## config.mk

```make
export PLATFORM = sky130hd
export DESIGN_NAME = reg_interface_flat
export DESIGN_NICKNAME = d
export VERILOG_FILES = /design/src/design/xv_pkg.sv /design/src/design/xv_mem_if.sv /design/src/design/reg_interface.sv /design/src/flat_wrapper.sv
export VERILOG_INCLUDE_DIRS = /design/src /design/src/include
export SDC_FILE = /design/constraint.sdc
export NUM_CORES = 1
export LEC_CHECK = 0
export BUFFER_PORTS_ARGS = -buffer_cell sky130_fd_sc_hd__buf_2
export CORE_ASPECT_RATIO = 1.75
export CORE_UTILIZATION = 49
export DETAILED_ROUTE_END_ITERATION = 10
export GPL_TIMING_DRIVEN = 0
export HOLD_SLACK_MARGIN = 0.12
export PLACE_DENSITY = 0.72
export SETUP_SLACK_MARGIN = 0.4
export SLEW_MARGIN = 20
export SYNTH_ARGS = -nofsm -noshare
export SYNTH_HDL_FRONTEND = slang
export SYNTH_SLANG_ARGS = --single-unit
export TNS_END_PERCENT = 100
```

## constraint.sdc

```tcl
create_clock -name clk -period 4.3 [get_ports clk]
set_input_delay 0.86 -clock clk [delete_from_list [all_inputs] [get_ports clk]]
set_output_delay 0.86 -clock clk [all_outputs]
set_load 0.02 [all_outputs]
```

## src/include/xv_params.svh

```systemverilog
/* video timing, memory size and interrupt bit definitions
   shared by the design and the testbench, include where needed */

`ifndef XV_PARAMS_SVH
`define XV_PARAMS_SVH

// horizontal timing in pixel clocks
`define XV_H_VISIBLE    32
`define XV_H_FRONT      4
`define XV_H_SYNC       4
`define XV_H_BACK       4
`define XV_H_TOTAL      (`XV_H_VISIBLE + `XV_H_FRONT + `XV_H_SYNC + `XV_H_BACK)

// vertical timing in lines
`define XV_V_VISIBLE    8
`define XV_V_FRONT      1
`define XV_V_SYNC       1
`define XV_V_BACK       2
`define XV_V_TOTAL      (`XV_V_VISIBLE + `XV_V_FRONT + `XV_V_SYNC + `XV_V_BACK)

`define XV_PIX_PER_WORD 4       // 4-bit pixels in a 16-bit word
`define XV_VRAM_AW      8       // 256 words of VRAM
`define XV_INTR_W       4       // interrupt vector width
`define XV_INTR_VBLANK  0       // vblank interrupt bit
`define XV_VID_LATENCY  3       // counter to output pins

`endif

```

## src/design/xv_pkg.sv

```systemverilog
/* common types of the video controller
   referenced everywhere with scoped names */

`default_nettype none

`include "xv_params.svh"

package xv_pkg;

    typedef logic [15:0]              word_t;     // register / VRAM word
    typedef logic [`XV_VRAM_AW-1:0]   addr_t;     // VRAM word address
    typedef logic [3:0]               color_t;    // palette index
    typedef logic [11:0]              rgb_t;      // {r, g, b}, red high
    typedef logic [`XV_INTR_W-1:0]    intr_t;     // interrupt vector

    // CPU visible register numbers
    typedef enum logic [3:0] {
        XM_SYS_CTRL = 4'h0,     // busy, interrupt mask
        XM_INT_CTRL = 4'h1,     // signal / clear / status
        XM_WR_INCR  = 4'h2,
        XM_WR_ADDR  = 4'h3,
        XM_DATA     = 4'h4,     // VRAM data port
        XM_RD_INCR  = 4'h5,
        XM_RD_ADDR  = 4'h6,
        XM_XR_ADDR  = 4'h7,     // palette index
        XM_XR_DATA  = 4'h8      // palette write data
    } xm_reg_e;

    // register interface memory sequencer
    typedef enum logic [1:0] {
        MEM_IDLE,
        MEM_WRITE,
        MEM_READ
    } mem_state_e;

endpackage

`default_nettype wire

```

## src/design/xv_mem_if.sv

```systemverilog
/* select/ack memory request from the register interface to VRAM
   requester holds sel and payload until a one-cycle ack */

`default_nettype none

interface xv_mem_if;

    logic           sel;        // request open
    logic           wr;         // 1 = write, 0 = read
    xv_pkg::addr_t  addr;       // word address
    xv_pkg::word_t  wdata;      // write word
    xv_pkg::word_t  rdata;      // read word, valid with ack
    logic           ack;        // single-cycle completion

    modport requester (
        output sel, wr, addr, wdata,
        input  rdata, ack
    );

    modport arbiter (
        input  sel, wr, addr, wdata,
        output rdata, ack
    );

endinterface

`default_nettype wire

```

## src/design/reg_interface.sv

```systemverilog
/* CPU byte bus register file: address registers, VRAM data port,
   palette write port and the interrupt mask/status logic */

`default_nettype none

`include "xv_params.svh"

module reg_interface (
    input  wire logic           clk,
    input  wire logic           reset_i,
    input  wire logic           bus_cs_n_i,     // low = access this clock
    input  wire logic           bus_rd_nwr_i,   // 1 = read
    input  wire logic           bus_bytesel_i,  // 0 = even (high) byte
    input  wire logic [3:0]     bus_reg_num_i,
    input  wire logic [7:0]     bus_data_i,
    output logic      [7:0]     bus_data_o,
    output logic                bus_intr_o,
    xv_mem_if.requester         mem,
    output logic                pal_wr_o,
    output xv_pkg::color_t      pal_index_o,
    output xv_pkg::rgb_t        pal_rgb_o,
    input  wire logic           vblank_intr_i
);

    xv_pkg::xm_reg_e    reg_num;
    xv_pkg::mem_state_e mem_state;
    logic               rd_access;      // read strobe, either byte
    logic               commit;         // odd byte write, full word
    logic               data_wr, data_rd, rdaddr_wr, int_wr;
    logic               busy;
    logic [7:0]         hi_byte;        // latched even byte
    xv_pkg::word_t      wdata;          // committed word
    xv_pkg::word_t      reg_val;        // read mux
    xv_pkg::word_t      rd_next;
    xv_pkg::word_t      wr_incr, wr_addr, rd_incr, rd_addr, xr_addr;
    xv_pkg::word_t      rd_data;        // read prefetch word
    xv_pkg::addr_t      req_addr;
    xv_pkg::word_t      req_wdata;
    xv_pkg::intr_t      intr_mask, intr_status, intr_signal, intr_clear;

    assign reg_num   = xv_pkg::xm_reg_e'(bus_reg_num_i);
    assign rd_access = ~bus_cs_n_i & bus_rd_nwr_i;
    assign commit    = ~bus_cs_n_i & ~bus_rd_nwr_i & bus_bytesel_i;
    assign wdata     = {hi_byte, bus_data_i};
    assign rd_next   = rd_addr + rd_incr;

    // VRAM triggers
    assign data_wr   = commit && (reg_num == xv_pkg::XM_DATA);
    assign rdaddr_wr = commit && (reg_num == xv_pkg::XM_RD_ADDR);
    assign data_rd   = rd_access && bus_bytesel_i && (reg_num == xv_pkg::XM_DATA);
    assign int_wr    = commit && (reg_num == xv_pkg::XM_INT_CTRL);
    assign busy      = (mem_state != xv_pkg::MEM_IDLE);

    assign mem.sel   = busy;            // held until ack by the FSM
    assign mem.wr    = (mem_state == xv_pkg::MEM_WRITE);
    assign mem.addr  = req_addr;
    assign mem.wdata = req_wdata;

    // vblank plus CPU signal bits, CPU clear bits
    always_comb begin
        intr_signal = '0;
        intr_clear  = '0;
        intr_signal[`XV_INTR_VBLANK] = vblank_intr_i;
        if (int_wr) begin
            intr_signal = intr_signal | wdata[8 +: `XV_INTR_W];
            intr_clear  = wdata[`XV_INTR_W-1:0];
        end
    end

    always_comb begin
        case (reg_num)
            xv_pkg::XM_SYS_CTRL: reg_val = {busy, {(15 - `XV_INTR_W){1'b0}}, intr_mask};
            xv_pkg::XM_INT_CTRL: reg_val = {{(16 - `XV_INTR_W){1'b0}}, intr_status};
            xv_pkg::XM_WR_INCR:  reg_val = wr_incr;
            xv_pkg::XM_WR_ADDR:  reg_val = wr_addr;
            xv_pkg::XM_DATA:     reg_val = rd_data;     // prefetched word
            xv_pkg::XM_RD_INCR:  reg_val = rd_incr;
            xv_pkg::XM_RD_ADDR:  reg_val = rd_addr;
            xv_pkg::XM_XR_ADDR:  reg_val = xr_addr;
            default:             reg_val = '0;          // XR_DATA and unused
        endcase
    end

    always_ff @(posedge clk) begin
        if (reset_i) begin
            mem_state   <= xv_pkg::MEM_IDLE;
            wr_incr     <= '0;
            wr_addr     <= '0;
            rd_incr     <= '0;
            rd_addr     <= '0;
            xr_addr     <= '0;
            intr_mask   <= '0;
            intr_status <= '0;
            bus_intr_o  <= 1'b0;
            pal_wr_o    <= 1'b0;
        end else begin
            pal_wr_o <= 1'b0;
            if (commit) begin
                case (reg_num)
                    xv_pkg::XM_SYS_CTRL: intr_mask <= wdata[`XV_INTR_W-1:0];
                    xv_pkg::XM_WR_INCR:  wr_incr <= wdata;
                    xv_pkg::XM_WR_ADDR:  wr_addr <= wdata;
                    xv_pkg::XM_DATA:     wr_addr <= wr_addr + wr_incr;  // post increment
                    xv_pkg::XM_RD_INCR:  rd_incr <= wdata;
                    xv_pkg::XM_RD_ADDR:  rd_addr <= wdata;
                    xv_pkg::XM_XR_ADDR:  xr_addr <= wdata;
                    xv_pkg::XM_XR_DATA: begin
                        pal_wr_o <= 1'b1;
                        xr_addr  <= xr_addr + 16'd1;
                    end
                    default: ;
                endcase
            end
            if (data_rd)
                rd_addr <= rd_next;         // advance, then prefetch there
            // one request at a time, new triggers ignored while busy
            case (mem_state)
                xv_pkg::MEM_IDLE: begin
                    if (data_wr)
                        mem_state <= xv_pkg::MEM_WRITE;
                    else if (rdaddr_wr || data_rd)
                        mem_state <= xv_pkg::MEM_READ;
                end
                default: begin
                    if (mem.ack)
                        mem_state <= xv_pkg::MEM_IDLE;
                end
            endcase
            bus_intr_o  <= |(intr_signal & intr_mask & ~intr_status);   // new, enabled
            intr_status <= (intr_status | intr_signal) & ~intr_clear;
        end
    end

    // data path, no reset
    always_ff @(posedge clk) begin
        if (~bus_cs_n_i && ~bus_rd_nwr_i && ~bus_bytesel_i)
            hi_byte <= bus_data_i;
        if (rd_access)
            bus_data_o <= bus_bytesel_i ? reg_val[7:0] : reg_val[15:8];
        if (!busy) begin
            if (data_wr) begin
                req_addr  <= wr_addr[`XV_VRAM_AW-1:0];
                req_wdata <= wdata;
            end else if (rdaddr_wr) begin
                req_addr  <= wdata[`XV_VRAM_AW-1:0];
            end else if (data_rd) begin
                req_addr  <= rd_next[`XV_VRAM_AW-1:0];
            end
        end
        if (mem_state == xv_pkg::MEM_READ && mem.ack)
            rd_data <= mem.rdata;
        if (commit && reg_num == xv_pkg::XM_XR_DATA) begin
            pal_index_o <= xr_addr[3:0];
            pal_rgb_o   <= wdata[11:0];
        end
    end

    // open request keeps its address and direction until acked
    a_req_hold: assert property (@(posedge clk) disable iff (reset_i)
        mem.sel && !mem.ack |=> $stable(mem.addr) && $stable(mem.wr))
        else $error("request changed before its ack");

endmodule

`default_nettype wire

```

## src/flat_wrapper.sv

```systemverilog
// flat-port wrapper written by rule: the top's interface ports become plain ports
module reg_interface_flat 
  (clk, reset_i, bus_cs_n_i, bus_rd_nwr_i, bus_bytesel_i, bus_reg_num_i, bus_data_i, bus_data_o, bus_intr_o, pal_wr_o, pal_index_o, pal_rgb_o, vblank_intr_i, mem_sel, mem_wr, mem_addr, mem_wdata, mem_rdata, mem_ack);
  xv_mem_if mem_i ();
  input  wire logic clk;
  input  wire logic reset_i;
  input  wire logic bus_cs_n_i;
  input  wire logic bus_rd_nwr_i;
  input  wire logic bus_bytesel_i;
  input  wire logic [3:0] bus_reg_num_i;
  input  wire logic [7:0] bus_data_i;
  output logic      [7:0] bus_data_o;
  output logic bus_intr_o;
  output logic pal_wr_o;
  output xv_pkg::color_t pal_index_o;
  output xv_pkg::rgb_t pal_rgb_o;
  input  wire logic vblank_intr_i;
  output wire logic [$bits(mem_i.sel)-1:0] mem_sel;
  output wire logic [$bits(mem_i.wr)-1:0] mem_wr;
  output wire logic [$bits(mem_i.addr)-1:0] mem_addr;
  output wire logic [$bits(mem_i.wdata)-1:0] mem_wdata;
  input wire logic [$bits(mem_i.rdata)-1:0] mem_rdata;
  input wire logic [$bits(mem_i.ack)-1:0] mem_ack;
  assign mem_sel = mem_i.sel;
  assign mem_wr = mem_i.wr;
  assign mem_addr = mem_i.addr;
  assign mem_wdata = mem_i.wdata;
  assign mem_i.rdata = mem_rdata;
  assign mem_i.ack = mem_ack;
  reg_interface u_core (.clk(clk), .reset_i(reset_i), .bus_cs_n_i(bus_cs_n_i), .bus_rd_nwr_i(bus_rd_nwr_i), .bus_bytesel_i(bus_bytesel_i), .bus_reg_num_i(bus_reg_num_i), .bus_data_i(bus_data_i), .bus_data_o(bus_data_o), .bus_intr_o(bus_intr_o), .mem(mem_i), .pal_wr_o(pal_wr_o), .pal_index_o(pal_index_o), .pal_rgb_o(pal_rgb_o), .vblank_intr_i(vblank_intr_i));
endmodule
```

== Word-level counts from Yosys, hierarchy flattened ==
Index checks and enable logic that the tools add are counted.
W data, S select, Z words.
Cells by class
  add/sub/neg operators: 3
  equal/unequal tests: 11
  mux-type cells: 17
  bitwise gates (word level): 15
  reduce and logical (&&, ||, !) cells: 30
Operators with widths (number)
  $pmux W16 S8: 1
  $pmux W16 S2: 2
  $mux W16: 3
  $add A16 B16 Y16: 2
  $mux W8: 4
  $reduce_and A2 Y1: 9
  $add A16 B1 Y16 const B: 1
  $eq A4 B3 Y1 const B: 4
  $and A4 B4 Y4: 3
  $reduce_bool A2 Y1: 6
  $logic_and A1 B1 Y1: 9
  $eq A4 B2 Y1 const B: 2
  $mux W2: 4
  $mux W4: 2
  $not A4 Y4: 2
  $not A1 Y1: 5
  $eq A4 B1 Y1 const B: 1
  $eq A4 B4 Y1 const B: 1
  $logic_not A4 Y1: 1
  $or A1 B4 Y4: 1
  $or A4 B4 Y4: 1
  $reduce_or A4 Y1: 1
  $and A1 B1 Y1: 3
  $ne A3 B1 Y1 const B: 1
  other kinds (7): 7
Word-level totals
  flip-flop bits (word level): 164
  input port bits: 35

== Longest topological paths before layout ==
  depth after elaboration: 8
  depth in mapped cells: 9
  gate-level depth less buffers: 9

== Least setup slack after synthesis ==
No wires, ideal clock.
  kind: input-to-reg
  from: input port bus_reg_num_i[2]
  to: register u_core.req_wdata[0], in the netlist u_core.mem.wdata[0], enable pin
  setup time: 0.391 ns
  data arrival time: 2.641 ns
  data required time: 3.909 ns
  path slack: 1.268 ns
  stages: 6
  cell sequence: buf_2 nand2b_1 nor3_1 buf_2 nand2_1 nor2_1
Between the ends
  longest elaborated chain between the ends: 3
RTL lines
  start: declaration: line flat_wrapper.sv:10  | input wire logic [3:0] bus_reg_num_i;
  $eq A4 B3 Y1: line reg_interface.sv:48  | assign data_wr = commit && (reg_num == xv_pkg::XM_DATA);
  $logic_and A1 B1 Y1: line reg_interface.sv:48
  $reduce_and A2 Y1 (no source line)
  end signal: assignment: line reg_interface.sv:143  | req_wdata <= wdata;
  end: declaration: line reg_interface.sv:38  | xv_pkg::word_t req_wdata;
No other way between the ends.
A chain may end at the register's enable or synchronous reset.

== Worst setup path in the final report ==
  from: input port bus_rd_nwr_i
  to: register u_core.req_addr[0], in the netlist u_core.mem.addr[0], enable pin
Between the ends
  longest elaborated chain between the ends: 6
RTL lines
  start: declaration: line flat_wrapper.sv:8  | input wire logic bus_rd_nwr_i;
  $not A1 Y1: line reg_interface.sv:43  | assign commit = ~bus_cs_n_i & ~bus_rd_nwr_i & bus_bytesel_i;
  $and A1 B1 Y1 (2 in a row): line reg_interface.sv:43
  $logic_and A1 B1 Y1 (on tied branches): line reg_interface.sv:49, reg_interface.sv:48
  $reduce_bool A3 Y1 (no source line) (*)
  $reduce_and A2 Y1 (no source line) (*)
  end signal: assignment: line reg_interface.sv:142  | req_addr <= wr_addr[`XV_VRAM_AW-1:0];
  end signal: assignment: line reg_interface.sv:145  | req_addr <= wdata[`XV_VRAM_AW-1:0];
  end signal: assignment: line reg_interface.sv:147  | req_addr <= rd_next[`XV_VRAM_AW-1:0];
  end: declaration: line reg_interface.sv:37  | xv_pkg::addr_t req_addr;
Mark *: on every way between the ends. The rest lies on a longest branch, timed or not.

==> flow_summary.yaml <==
routing:
  first_pass_iters: 6
  first_iter_violations: 839
  drc_errors: 0
  ant_nets: 0
  vias_per_cell: 6.421
  num_vias: 8129
  met3RoutedLength_mm: 2.237
  post_drt_wl_per_cell_um: 24.87
  routed_wl_mm: 31.48
  wl_met1_mm: 11.02
  wl_met2_mm: 14.69
  route.top_layer_used: "met4"
clock_tree:
  cts_tree: "done"
  cts_htree_levels: 4
  cts_root_buffer: "clkbuf_16"
  cts_hold_buf: 0
  post-cts-setup-buffers: 0
  path_clk_slew_ns: 0.06
  numCtsBuffers: 17
  cts_resized: 0
  cts.sinks: 164
  cts_buffer_depth: 2
  clkLatencyLatePin_ns: 0.44
worst_setup_path:
  arrival_ns: 3.83
  critPathRequiredTime_ns: 4.36
  end_kind: "flop"
  regToRegSetupSlack_ns: 1.51
  path_class: "in -> reg"
  crit_path_max_incr_delay_ns: 0.86
  timing.rr.end: "u_core.wr_addr[12]$_SDFFE_PP0P_"
  reg2reg_depth: 9
  path_max_fanout: 10
  slowest_stage: "a31oi_1"
  start_kind: "input pin"
  r2r-start: "u_core.wr_incr[0]$_SDFFE_PP0P_"
  path_cells: "buf_2 -> nor2b_1 -> nand3_1 -> clkbuf_1 -> a31oi_1"
  crit_start: "bus_rd_nwr_i"
  endpoint: "u_core.mem.addr[0]$_DFFE_PP_"
power:
  pwr_density_cell_nw_per_um2: 352.3
  p_leak_nw: 3.723
  ir_drop_mv: 0.2349
sta:
  hold_viol_final: 0
  tightest_slew_ns: 1.159
  setup_violations: 0
  rsz0062_at_grt: "no"
  slew_headroom: 0.2271
  period_needed_ns: 3.775
  final.setup.tns_ns: 0
  clock.fmax_ghz: 0.2649
  maxSlewViolCount: 0
  skew_ns: 0.01141
  fin_crit_sh: 0.8778
floorplanning:
  row_count: 63
  pin_count: 87
  core_area_sq_um: 16950
  die_x_um: 101.5
  dieArea_sq_um: 17860
  die_h_um: 176.0
  initial_utilization: 0.5005
job:
  maxCapViolCount: 0
layout:
  fin_util: 0.5801
  drive_gt1_frac: 0.1540
  syn_to_final_growth_pct: 15.90
  layout_common_cells: "165 x nand2_1, 100 x buf_2, 97 x a21oi_1"
  layout_commonest_cell: "nand2_1"
  nets: 1094
  antennaDiodeCount: 0
yosys:
  synth_area_leaders: "edfxtp_1 25%, dfxtp_1 22%, nand2_1 7.3%"
  yosys_register_bits: 164
  synth.avg_cell_area_sq_um: 9.209
  ys.flop_type: "dfxtp_1"
  synthCells: 921
  post_synth_num_cell_types: 66
  synth-edff-count: 72
  seq_area_frac_synth: 0.4720
  yosysTopAreaCell: "edfxtp_1"
  synthArstFlopShare: 0
  syn_area_sq_um: 8482
  yosysTopAreaCellShare: 0.2549
  syn_nets: 989
  ys_warn_count: 0
grt:
  grt_overflow: 0
  grtUsageTotal: 0.3674
  antenna_found_initial: 0
  grt_max_degree: 19
  grt_pass1_wl_mm: 46.71
  grt_pass1_vias: 7921
place:
  dp_hpwl_mm: 22.95
  io_buffer_count: 84
  gp_congestion: 0.9907
status:
  status: "finished clean"
min_path:
  hold_path_class: "reg -> reg"
==> cell usage after synthesis, types with 7 or more instances <==
| master | number |
|---|---|
| a221oi_1 | 8 |
| nor3_1 | 24 |
| nand2_1 | 165 |
| and3_1 | 13 |
| o21ai_0 | 36 |
| a21oi_1 | 97 |
| a311oi_1 | 10 |
| nand4_1 | 9 |
| xor2_1 | 11 |
| a222oi_1 | 15 |
| a211oi_1 | 28 |
| edfxtp_1 | 72 |
| ha_1 | 31 |
| nor2_1 | 69 |
| and2_1 | 7 |
| clkbuf_1 | 35 |
| buf_2 | 16 |
| a22oi_1 | 13 |
| a31oi_1 | 10 |
| a21o_1 | 15 |
| inv_1 | 12 |
| nand3_1 | 22 |
| dfxtp_1 | 92 |
| xnor2_1 | 14 |
| mux2i_1 | 9 |
==> worst max-delay path: cells and delay by family <==
family,cells,cell delay [ns]
simple gates,2,1.56
compound gates,1,0.86
buf+inv,2,0.55
==> cells by family after synthesis <==
group | Yosys count | synth area share
and+or+nand+nor | 337 | 0.1783
AOI/OAI and AO/OA | 285 | 0.2276
DFF | 164 | 0.4720
buffers and inverters | 65 | 0.03113
adders and majority gates | 33 | 0.05045
xor gates and xnor gates | 25 | 0.02582
muxes | 12 | 0.01460
==> state kept, by name (all words and copies together), names as in the netlist <==
| name | cells |
|---|---|
| u_core.hi_byte | 8 |
| u_core.mem.wdata | 16 |
| u_core.rd_addr | 16 |
| u_core.intr_status | 4 |
| u_core.xr_addr | 16 |
| u_core.pal_wr_o | 1 |
| u_core.pal_index_o | 4 |
| u_core.mem.addr | 8 |
| u_core.rd_data | 16 |
| u_core.wr_addr | 16 |
| u_core.bus_data_o | 8 |
| u_core.mem_state | 2 |
| u_core.intr_mask | 4 |
| u_core.rd_incr | 16 |
| u_core.bus_intr_o | 1 |
| u_core.pal_rgb_o | 12 |
| u_core.wr_incr | 16 |
==> area by class of cell <==
type | count | area [sq um]
plain buffers | 53 | 219.0
clock buffers | 19 | 452.9
well taps | 227 | 284.0
multi-input cells | 692 | 4229
clock inverters | 13 | 161.4
fillers | 1502 | 7117
flip-flops and latches | 164 | 4004
inverters | 12 | 45.04
repair buffers | 86 | 435.4
==> how the worst min path moves through the flow <==
stage	start	endpoint	depth (start not counted)	slack [ns]
after floorplan	u_core.hi_byte[1]$_DFFE_PP_	u_core.mem.wdata[9]$_DFFE_PP_	0	0.44
after global placement	u_core.hi_byte[1]$_DFFE_PP_	u_core.mem.wdata[9]$_DFFE_PP_	0	0.45
final	u_core.hi_byte[1]$_DFFE_PP_	u_core.pal_rgb_o[9]$_DFFE_PP_	0	0.48
after CTS	u_core.hi_byte[1]$_DFFE_PP_	u_core.pal_rgb_o[9]$_DFFE_PP_	0	0.48
after global routing	u_core.hi_byte[1]$_DFFE_PP_	u_core.mem.wdata[9]$_DFFE_PP_	0	0.50
after detailed placement	u_core.hi_byte[1]$_DFFE_PP_	u_core.mem.wdata[9]$_DFFE_PP_	0	0.47
==> through the flow <==
| step | hold WS (ns) | area (sq um) | instances | power (W) | worst slack (ns) |
|---|---|---|---|---|---|
| 3_3_place_gp | 0.4519 | 9186 | 1232 | 0.001884 | 0.1769 |
| 2_1_floorplan | 0.4430 | 8482 | 921 | 0.001785 | 1.268 |
| 6_report | 0.4789 | 9831 | 1266 | 0.003463 | 0.5254 |
| 4_1_cts | 0.4816 | 9831 | 1266 | 0.003460 | 0.6136 |
| 3_5_place_dp | 0.4661 | 9216 | 1234 | 0.001886 | 0.1732 |
| 5_1_grt | 0.4982 | 9831 | 1266 | 0.003528 | 0.4884 |
==> metal layers <==
layer | vias to the layer above | global-route usage
met3 | 183 | 0.06413
met2 | 457 | 0.5833
met4 | 0 | 0.3563
li1 | 3645 | -
met5 | - | 0
met1 | 3844 | 0.4048
==> where the power goes <==
part / internal, W / switching [W] / total (W)
sequential: 0.00164 / 0.0000265 / 0.00167
combinational: 0.0000516 / 0.000142 / 0.000194
clock: 0.000911 / 0.000693 / 0.00160
total: 0.00260 / 0.000862 / 0.00346
(Power assumes the default switching activity.)
